===== config.mk =====
export PLATFORM = sky130hd
export DESIGN_NAME = eeprom_ctrl_top
export DESIGN_NICKNAME = d
export VERILOG_FILES = /design/src/eeprom_pkg.sv /design/src/eeprom_ctrl_top.sv /design/src/eeprom_sequencer.sv /design/src/i2c_bit_engine.sv /design/src/wb_eeprom_regs.sv
export SDC_FILE = /design/constraint.sdc
export NUM_CORES = 1
export LEC_CHECK = 0
export BUFFER_PORTS_ARGS = -buffer_cell sky130_fd_sc_hd__clkbuf_2
export CAP_MARGIN = 10
export CORE_MARGIN = 2
export CORE_UTILIZATION = 52
export CTS_BUF_LIST = sky130_fd_sc_hd__clkbuf_8 sky130_fd_sc_hd__clkbuf_16
export CTS_CLUSTER_DIAMETER = 150
export DETAILED_ROUTE_END_ITERATION = 10
export GPL_TIMING_DRIVEN = 1
export PLACE_DENSITY = 0.7
export SLEW_MARGIN = 10
export SYNTH_ARGS = -nofsm -noshare
export SYNTH_HDL_FRONTEND = slang
export SYNTH_HIERARCHICAL = 1
export SYNTH_SLANG_ARGS = --single-unit

===== constraint.sdc =====
create_clock -name CLK -period 5.5 [get_ports CLK]
set_input_delay 0.55 -clock CLK [delete_from_list [all_inputs] [get_ports CLK]]
set_output_delay 0.55 -clock CLK [all_outputs]
set_load 0.02 [all_outputs]

===== src/eeprom_pkg.sv =====
package eeprom_pkg;

    // 24C16 style byte address, bits 10:8 ride in the control byte
    localparam int ADDR_W = 11;

    localparam logic [3:0] DEV_TYPE = 4'b1010;

    typedef struct packed {
        logic              wr;     // 1 write, 0 read
        logic [ADDR_W-1:0] addr;
        logic [7:0]        wdata;
    } eeprom_req_t;

    typedef struct packed {
        logic [7:0] rdata;
        logic       nack;
    } eeprom_rsp_t;

    // start while the bus is held gives a repeated start
    typedef enum logic [1:0] {
        OP_START = 2'd0,
        OP_STOP  = 2'd1,
        OP_WRITE = 2'd2,
        OP_READ  = 2'd3
    } i2c_op_e;

    typedef struct packed {
        i2c_op_e    op;
        logic [7:0] data;
        logic       ack;    // level sent after a read byte
    } i2c_cmd_t;

    typedef struct packed {
        logic [7:0] data;
        logic       ack;    // sampled level, high means no ack
    } i2c_rsp_t;

    localparam logic [1:0] REG_ADDR_LO = 2'd0;
    localparam logic [1:0] REG_ADDR_HI = 2'd1;
    localparam logic [1:0] REG_DATA    = 2'd2;
    localparam logic [1:0] REG_CTRL    = 2'd3;

    localparam int CTRL_START_WR = 0;
    localparam int CTRL_START_RD = 1;
    localparam int CTRL_BUSY     = 0;
    localparam int CTRL_DONE     = 1;
    localparam int CTRL_NACK     = 2;

endpackage


===== src/eeprom_ctrl_top.sv =====
`timescale 1ns/1ps
module eeprom_ctrl_top #(
    parameter int CLK_DIV = 4
) (
    input  logic       CLK,
    input  logic       RESET,
    input  logic [1:0] wb_adr,
    input  logic [7:0] wb_dat_i,
    output logic [7:0] wb_dat_o,
    input  logic       wb_we,
    input  logic       wb_stb,
    input  logic       wb_cyc,
    output logic       wb_ack,
    output logic       scl,
    output logic       sda_drive_low,
    input  logic       sda_in
);
    import eeprom_pkg::*;

    eeprom_req_t req;
    logic        req_valid;
    logic        busy;
    logic        done;
    eeprom_rsp_t seq_rsp;
    i2c_cmd_t    cmd;
    logic        cmd_valid;
    logic        cmd_done;
    i2c_rsp_t    bus_rsp;

    wb_eeprom_regs i_regs (
        .CLK(CLK), .RESET(RESET),
        .wb_adr(wb_adr), .wb_dat_i(wb_dat_i), .wb_we(wb_we), .wb_stb(wb_stb),
        .wb_cyc(wb_cyc), .busy(busy), .done(done), .rsp(seq_rsp),
        .wb_dat_o(wb_dat_o), .wb_ack(wb_ack), .req(req), .req_valid(req_valid)
    );

    eeprom_sequencer i_seq (
        .CLK(CLK), .RESET(RESET), .req(req), .req_valid(req_valid),
        .cmd_done(cmd_done), .bus_rsp(bus_rsp), .busy(busy), .done(done),
        .rsp(seq_rsp), .cmd(cmd), .cmd_valid(cmd_valid)
    );

    i2c_bit_engine #(.CLK_DIV(CLK_DIV)) i_bit (
        .CLK(CLK), .RESET(RESET), .cmd(cmd), .cmd_valid(cmd_valid), .sda_in(sda_in),
        .cmd_done(cmd_done), .rsp(bus_rsp), .scl(scl), .sda_drive_low(sda_drive_low)
    );

endmodule


===== src/eeprom_sequencer.sv =====
`timescale 1ns/1ps
module eeprom_sequencer (
    input  logic                    CLK,
    input  logic                    RESET,
    input  eeprom_pkg::eeprom_req_t req,
    input  logic                    req_valid,
    input  logic                    cmd_done,
    input  eeprom_pkg::i2c_rsp_t    bus_rsp,
    output logic                    busy,
    output logic                    done,
    output eeprom_pkg::eeprom_rsp_t rsp,
    output eeprom_pkg::i2c_cmd_t    cmd,
    output logic                    cmd_valid
);
    import eeprom_pkg::*;

    typedef enum logic [3:0] {
        S_IDLE,
        S_START,
        S_CTRL_W,
        S_ADDR,
        S_DATA,
        S_RSTART,
        S_CTRL_R,
        S_READ,
        S_STOP
    } state_e;

    state_e      state;
    state_e      state_nxt;
    eeprom_req_t req_q;
    i2c_cmd_t    cmd_nxt;
    logic        issue;
    logic        fin;
    logic        nack_set;
    logic        rd_cap;
    logic        nack_q;
    logic [7:0]  rdata_q;
    logic [7:0]  ctrl_w;
    logic [7:0]  ctrl_r;

    function automatic i2c_cmd_t mk_cmd(i2c_op_e op, logic [7:0] data, logic ack);
        i2c_cmd_t c;
        c.op   = op;
        c.data = data;
        c.ack  = ack;
        return c;
    endfunction

    // control byte from device type, block bits and r/w
    assign ctrl_w = {DEV_TYPE, req_q.addr[ADDR_W-1:8], 1'b0};
    assign ctrl_r = {DEV_TYPE, req_q.addr[ADDR_W-1:8], 1'b1};

    assign busy = (state != S_IDLE);
    assign rsp  = '{rdata: rdata_q, nack: nack_q};

    always_comb
    begin
        state_nxt = state;
        cmd_nxt   = cmd;
        issue     = 1'b0;
        fin       = 1'b0;
        nack_set  = 1'b0;
        rd_cap    = 1'b0;
        case (state)
            S_IDLE:
                if (req_valid)
                begin
                    state_nxt = S_START;
                    cmd_nxt   = mk_cmd(OP_START, 8'h00, 1'b1);
                    issue     = 1'b1;
                end
            S_STOP:
                if (cmd_done)
                begin
                    state_nxt = S_IDLE;
                    fin       = 1'b1;
                end
            default:
                if (cmd_done)
                begin
                    issue = 1'b1;
                    // a written byte without ack goes straight to stop
                    if ((state == S_CTRL_W || state == S_ADDR || state == S_DATA ||
                         state == S_CTRL_R) && bus_rsp.ack)
                    begin
                        nack_set  = 1'b1;
                        state_nxt = S_STOP;
                        cmd_nxt   = mk_cmd(OP_STOP, 8'h00, 1'b1);
                    end
                    else
                    begin
                        case (state)
                            S_START:
                            begin
                                state_nxt = S_CTRL_W;
                                cmd_nxt   = mk_cmd(OP_WRITE, ctrl_w, 1'b1);
                            end
                            S_CTRL_W:
                            begin
                                state_nxt = S_ADDR;
                                cmd_nxt   = mk_cmd(OP_WRITE, req_q.addr[7:0], 1'b1);
                            end
                            S_ADDR:
                                if (req_q.wr)
                                begin
                                    state_nxt = S_DATA;
                                    cmd_nxt   = mk_cmd(OP_WRITE, req_q.wdata, 1'b1);
                                end
                                else
                                begin
                                    state_nxt = S_RSTART;
                                    cmd_nxt   = mk_cmd(OP_START, 8'h00, 1'b1);
                                end
                            S_RSTART:
                            begin
                                state_nxt = S_CTRL_R;
                                cmd_nxt   = mk_cmd(OP_WRITE, ctrl_r, 1'b1);
                            end
                            S_CTRL_R:
                            begin
                                state_nxt = S_READ;
                                cmd_nxt   = mk_cmd(OP_READ, 8'hff, 1'b1);   // single byte with no ack
                            end
                            default:
                            begin
                                rd_cap    = (state == S_READ);
                                state_nxt = S_STOP;
                                cmd_nxt   = mk_cmd(OP_STOP, 8'h00, 1'b1);
                            end
                        endcase
                    end
                end
        endcase
    end

    always_ff @(posedge CLK)
    begin
        if (RESET)
        begin
            state     <= S_IDLE;
            cmd_valid <= 1'b0;
            done      <= 1'b0;
            nack_q    <= 1'b0;
        end
        else
        begin
            state     <= state_nxt;
            cmd_valid <= issue;
            done      <= fin;
            if (req_valid)
                nack_q <= 1'b0;
            else if (nack_set)
                nack_q <= 1'b1;
        end
    end

    always_ff @(posedge CLK)
    begin
        if (req_valid)
            req_q <= req;
        if (rd_cap)
            rdata_q <= bus_rsp.data;
        cmd <= cmd_nxt;
    end

endmodule


===== src/i2c_bit_engine.sv =====
`timescale 1ns/1ps
module i2c_bit_engine #(
    parameter int CLK_DIV = 4
) (
    input  logic                 CLK,
    input  logic                 RESET,
    input  eeprom_pkg::i2c_cmd_t cmd,
    input  logic                 cmd_valid,
    input  logic                 sda_in,
    output logic                 cmd_done,
    output eeprom_pkg::i2c_rsp_t rsp,
    output logic                 scl,
    output logic                 sda_drive_low
);
    import eeprom_pkg::*;

    localparam int DIV_W = (CLK_DIV > 1) ? $clog2(CLK_DIV) : 1;

    logic             active;
    i2c_op_e          op;
    logic             ack_lvl;
    logic [DIV_W-1:0] div_cnt;
    logic [1:0]       phase;
    logic [3:0]       bit_cnt;
    logic [7:0]       shreg;
    logic             samp;
    logic             quarter_end;
    logic             bit_end;
    logic             last_bit;
    logic             scl_nxt;
    logic             sda_nxt;

    assign quarter_end = (div_cnt == DIV_W'(CLK_DIV - 1));
    assign bit_end     = active && quarter_end && (phase == 2'd3);
    // byte ops run 8 data bits plus ack
    assign last_bit    = (op == OP_WRITE || op == OP_READ) ? (bit_cnt == 4'd8) : 1'b1;
    assign cmd_done    = bit_end && last_bit;
    assign rsp         = '{data: shreg, ack: samp};

    // pin levels per quarter, scl high in quarters 1 and 2
    always_comb
    begin
        scl_nxt = (phase == 2'd1) || (phase == 2'd2);
        sda_nxt = 1'b0;
        case (op)
            OP_START: sda_nxt = phase[1];   // sda falls while scl high
            OP_STOP:
            begin
                scl_nxt = (phase != 2'd0);
                sda_nxt = !phase[1];        // sda released while scl high
            end
            OP_WRITE: sda_nxt = (bit_cnt != 4'd8) && !shreg[7];
            OP_READ:  sda_nxt = (bit_cnt == 4'd8) && !ack_lvl;
            default:  sda_nxt = 1'b0;
        endcase
    end

    always_ff @(posedge CLK)
    begin
        if (RESET)
        begin
            active        <= 1'b0;
            div_cnt       <= '0;
            phase         <= 2'd0;
            bit_cnt       <= 4'd0;
            scl           <= 1'b1;
            sda_drive_low <= 1'b0;
        end
        else if (!active)
        begin
            if (cmd_valid)
            begin
                active  <= 1'b1;
                div_cnt <= '0;
                phase   <= 2'd0;
                bit_cnt <= 4'd0;
            end
        end
        else
        begin
            scl           <= scl_nxt;   // pins hold their last level when idle
            sda_drive_low <= sda_nxt;
            if (quarter_end)
            begin
                div_cnt <= '0;
                phase   <= phase + 2'd1;
            end
            else
                div_cnt <= div_cnt + 1'b1;
            if (bit_end)
            begin
                bit_cnt <= bit_cnt + 4'd1;
                if (last_bit)
                    active <= 1'b0;
            end
        end
    end

    always_ff @(posedge CLK)
    begin
        if (!active && cmd_valid)
        begin
            op      <= cmd.op;
            ack_lvl <= cmd.ack;
            shreg   <= cmd.data;
        end
        else if (active)
        begin
            if (quarter_end && phase == 2'd1)
                samp <= sda_in;   // middle of scl high
            if (bit_end && bit_cnt < 4'd8)
                shreg <= {shreg[6:0], samp};   // msb out, sampled bit in
        end
    end

endmodule


===== src/wb_eeprom_regs.sv =====
`timescale 1ns/1ps
module wb_eeprom_regs (
    input  logic                    CLK,
    input  logic                    RESET,
    input  logic [1:0]              wb_adr,
    input  logic [7:0]              wb_dat_i,
    input  logic                    wb_we,
    input  logic                    wb_stb,
    input  logic                    wb_cyc,
    input  logic                    busy,
    input  logic                    done,
    input  eeprom_pkg::eeprom_rsp_t rsp,
    output logic [7:0]              wb_dat_o,
    output logic                    wb_ack,
    output eeprom_pkg::eeprom_req_t req,
    output logic                    req_valid
);
    import eeprom_pkg::*;

    logic              access;
    logic              wr_access;
    logic              rd_access;
    logic              launch;
    logic [ADDR_W-1:0] addr_q;
    logic [7:0]        data_q;
    logic              wr_q;
    logic              done_q;
    logic              nack_q;
    logic [7:0]        rd_mux;

    // one access per stb, ack in the following cycle
    assign access    = wb_stb && wb_cyc && !wb_ack;
    assign wr_access = access && wb_we;
    assign rd_access = access && !wb_we;
    assign launch    = wr_access && (wb_adr == REG_CTRL) && !busy &&
                       (wb_dat_i[CTRL_START_WR] || wb_dat_i[CTRL_START_RD]);

    assign req = '{wr: wr_q, addr: addr_q, wdata: data_q};

    always_comb
    begin
        rd_mux = 8'h00;
        case (wb_adr)
            REG_ADDR_LO: rd_mux = addr_q[7:0];
            REG_ADDR_HI: rd_mux = {{(16 - ADDR_W){1'b0}}, addr_q[ADDR_W-1:8]};
            REG_DATA:    rd_mux = data_q;
            default:
            begin
                rd_mux[CTRL_BUSY] = busy;
                rd_mux[CTRL_DONE] = done_q;
                rd_mux[CTRL_NACK] = nack_q;
            end
        endcase
    end

    always_ff @(posedge CLK)
    begin
        if (RESET)
        begin
            wb_ack    <= 1'b0;
            req_valid <= 1'b0;
            addr_q    <= '0;
            data_q    <= 8'h00;
            done_q    <= 1'b0;
            nack_q    <= 1'b0;
        end
        else
        begin
            wb_ack    <= access;
            req_valid <= launch;
            if (wr_access && wb_adr == REG_ADDR_LO)
                addr_q[7:0] <= wb_dat_i;
            if (wr_access && wb_adr == REG_ADDR_HI)
                addr_q[ADDR_W-1:8] <= wb_dat_i[ADDR_W-9:0];
            if (wr_access && wb_adr == REG_DATA)
                data_q <= wb_dat_i;
            else if (done && !wr_q && !rsp.nack)
                data_q <= rsp.rdata;   // last read byte
            if (launch)
            begin
                done_q <= 1'b0;
                nack_q <= 1'b0;
            end
            else if (done)
            begin
                done_q <= 1'b1;
                nack_q <= rsp.nack;
            end
            else if (rd_access && wb_adr == REG_CTRL)
                done_q <= 1'b0;   // cleared by status read
        end
    end

    always_ff @(posedge CLK)
    begin
        if (launch)
            wr_q <= wb_dat_i[CTRL_START_WR];   // write wins if both bits set
        if (rd_access)
            wb_dat_o <= rd_mux;
    end

endmodule

==> results.py <==
metrics = {
    "hold_path": {
        "min_from": "sda_in",
        "hold_path.class": "in -> reg",
    },
    "synthesis": {
        "avgSynthCellArea_um2": 11.18,
        "ys_top_cells_by_area": "edfxtp_1 (40%), dfxtp_1 (19%), nand2_1 (4.0%)",
        "ys_seq_area_share_pct": 58.53,
        "synthCells": 396,
        "ys_warn_count": 6,
        "synth_area_um2": 4429,
        "ys_ff_latch": 100,
        "synth_top_area_share_pct": 40.00,
        "synthDistinctLibCells": 59,
        "synth_top_area_cell": "edfxtp_1",
        "async_reset_ff_share_pct": 0,
        "synth_nets": 418,
        "ys.flop_type": "edfxtp_1",
        "synth_edf_count": 59,
    },
    "routing": {
        "drtIter0Drc": 152,
        "dr.pass1.iters": 4,
        "drt-wirelength-per-cell_um": 17.67,
        "ant_nets": 0,
        "drc": 0,
        "viasPerCell": 5.885,
        "drt-total-wl_mm": 9.046,
        "vias": 3013,
    },
    "final_layout": {
        "multi_input_area_um2": 1603,
        "area_growth_pct": 6.074,
        "final_cell_mix": "edfxtp_1 (59), nand2_1 (47), dfxtp_1 (41)",
        "final-seq-area_um2": 2592,
        "nNetsFinal": 424,
        "layout_commonest_cell": "edfxtp_1",
        "final_area_um2": 4698,
        "nFillCells": 708,
        "drive_above_1_share_pct": 13.27,
        "antenna_cells": 0,
    },
    "floorplan": {
        "initial_core_util_pct": 53.91,
        "core_area_um2": 8217,
        "die_h_um": 96.29,
        "dieArea_um2": 9272,
        "row_count": 33,
        "die_width_um": 96.29,
        "io_pins": 27,
    },
    "sta": {
        "skew_ps": 9.173,
        "finalCritPeriodShare_pct": 45.31,
        "rsz0062_at_grt": "no",
        "setup_viol": 0,
        "hold_violations": 0,
        "maxSlewViolCount": 0,
        "hold_slack_ps": 371.7,
        "period_needed_ps": 2492,
        "maxSlewHeadroom_pct": 41.80,
        "max_freq_mhz": 401.3,
        "worstMarginPinSlew_ps": 873.0,
        "finalSetupTns_ps": 0,
        "fin_ws_ps": 3008,
    },
    "clock_network": {
        "htreeDepth": 3,
        "postCtsSetupRepairBufs": 0,
        "path_clk_slew_ps": 100,
        "ctsHoldBuffers": 0,
        "clock_path_buffers": 2,
        "numCtsBuffers": 9,
        "worstSkewPairLatency_ps": 350,
        "cts_root_buf": "clkbuf_8",
        "cts-resized-gates": 0,
        "cts_tree": "yes",
        "clock_sinks": 100,
    },
    "critical_path": {
        "r2r_start": "i_bit/div_cnt[0]$_SDFFE_PP0P_",
        "cp_slowest_stage_delay_ps": 690,
        "crit_start": "i_bit/div_cnt[0]$_SDFFE_PP0P_",
        "cp_slowest_cell": "a21oi_1",
        "setup.worst_path.class": "reg -> reg",
        "cp_data_required_time_ps": 5500,
        "worstPathArrival_ps": 2490,
        "critPathLaunchType": "flip-flop",
        "crit_fanout": 11,
        "crit_path_end_kind": "flip-flop",
        "path_cells": "ha_1, nand3_4, a21oi_1, a22o_1",
    },
    "place": {
        "pre_cts_slack_ps": 3050,
        "place_area_um2": 4506,
        "place_congestion": 0.8312,
        "numPortBuffers": 26,
        "place_hpwl_mm": 6.325,
    },
    "status": {
        "status": "finished, final reports clean",
    },
    "global_route": {
        "grt_pass1_wl_mm": 14.49,
        "grt_pass1_vias": 2779,
        "grt_use_total_pct": 20.99,
        "overflow": 0,
        "antenna_found_initial": 0,
        "grt_max_degree": 41,
    },
    "power_and_ir_drop": {
        "p_per_area_nw_per_um2": 274.9,
        "p_leak_nw": 1.606,
        "max-vdd-ir-drop_v": 0.0001092,
    },
    "run": {
        "drv_cap": 0,
    },
}
==> state kept, by name, summed over array words and instances, names as in the netlist, 2 cells and up <==
register and cells:
i_seq/ctrl_r 3, i_regs/addr_q 11, i_bit/div_cnt 2, i_bit/op 2
i_bit/phase 2, i_regs/wb_dat_o 8, i_seq/cmd 10, i_seq/state 4
i_seq/req_q 17, i_bit/bit_cnt 4, i_seq/rdata_q 8, i_regs/data_q 8
i_bit/shreg 8
==> routing by layer <==
layer / part of all wire, % / GRT usage (%) / vias up
li1: - / - / 1459
met1: 47 / 32.18 / 1459
met2: 46 / 29.92 / 87
met3: 5.8 / 3.837 / 8
met4: 1.1 / 6.925 / 0
met5: 0 / 0 / -
==> cell families (layout without fill, tap and decap cells) <==
logic type | after synthesis | in the layout | synth area share (%)
xor+xnor | 1 | 1 | 0.1978
compound gates | 82 | 82 | 12.51
buf+inv | 43 | 54 | 5.282
mux | 12 | 12 | 3.559
simple gates | 151 | 151 | 18.14
flops | 100 | 100 | 58.53
fa+ha+maj | 6 | 6 | 1.695
other cells | 1 | 1 | 0.08466
==> synthesized netlist by cell type, types with 6 or more instances <==
| master | count |
|---|---|
| buf_2 | 9 |
| nor2b_1 | 6 |
| dfxtp_1 | 41 |
| nand2_1 | 47 |
| inv_1 | 11 |
| buf_4 | 6 |
| clkbuf_1 | 11 |
| o21ai_0 | 18 |
| nand3_1 | 22 |
| a21oi_1 | 27 |
| ha_1 | 6 |
| mux2i_1 | 9 |
| a311oi_1 | 8 |
| nand2b_1 | 8 |
| nor2_1 | 20 |
| edfxtp_1 | 59 |
| nor3_1 | 14 |
==> cell type report <==
cell class,count,share of cell area [%]
Sequential cell,100,55.18
Clock inverter,7,1.465
Multi-Input combinational cell,253,34.11
Inverter,11,0.8788
Tap cell,105,2.796
Timing Repair Buffer,27,2.929
Clock buffer,9,2.636
==> critical path, delay by kind of cell, from the launching register on <==
| family | cells | cell delay [ps] |
|---|---|---|
| flip-flops | 1 | 370 |
| AO/OA/AOI/OAI | 2 | 1270 |
| AND/OR/NAND/NOR | 1 | 150 |
| adder cells (fa/ha/maj) | 1 | 340 |
==> final timing paths <==
check	depth (start not counted)	slack [ps]	endpoint
worst min-delay path	1	370	i_bit/samp$_DFFE_PP_
worst max register to register	4	3010	i_seq/cmd[8]$_SDFFCE_PP0P_
worst min register to register	0	430	i_bit/op[0]$_DFFE_PP_
worst max-delay path	4	3010	i_seq/cmd[8]$_SDFFCE_PP0P_
==> stage by stage <==
| stage | power (mW) | utilization [%] | cells |
|---|---|---|---|
| 2_1_floorplan | 0.8363 | - | 396 |
| 3_3_place_gp | 0.8505 | 54.83 | 496 |
| 3_5_place_dp | 0.8514 | 54.83 | 496 |
| 4_1_cts | 1.303 | 57.18 | 512 |
| 5_1_grt | 1.342 | 57.18 | 512 |
| 6_report | 1.291 | 57.18 | 512 |
==> power breakdown <==
part | leakage [nW] | total (mW) | internal, mW | switching (mW)
sequential | 0.890 | 0.794 | 0.791 | 0.00388
combinational | 0.616 | 0.0399 | 0.0123 | 0.0276
clock | 0.100 | 0.457 | 0.209 | 0.248
total | 1.61 | 1.29 | 1.01 | 0.280
Power figures use the tool's default switching activity.
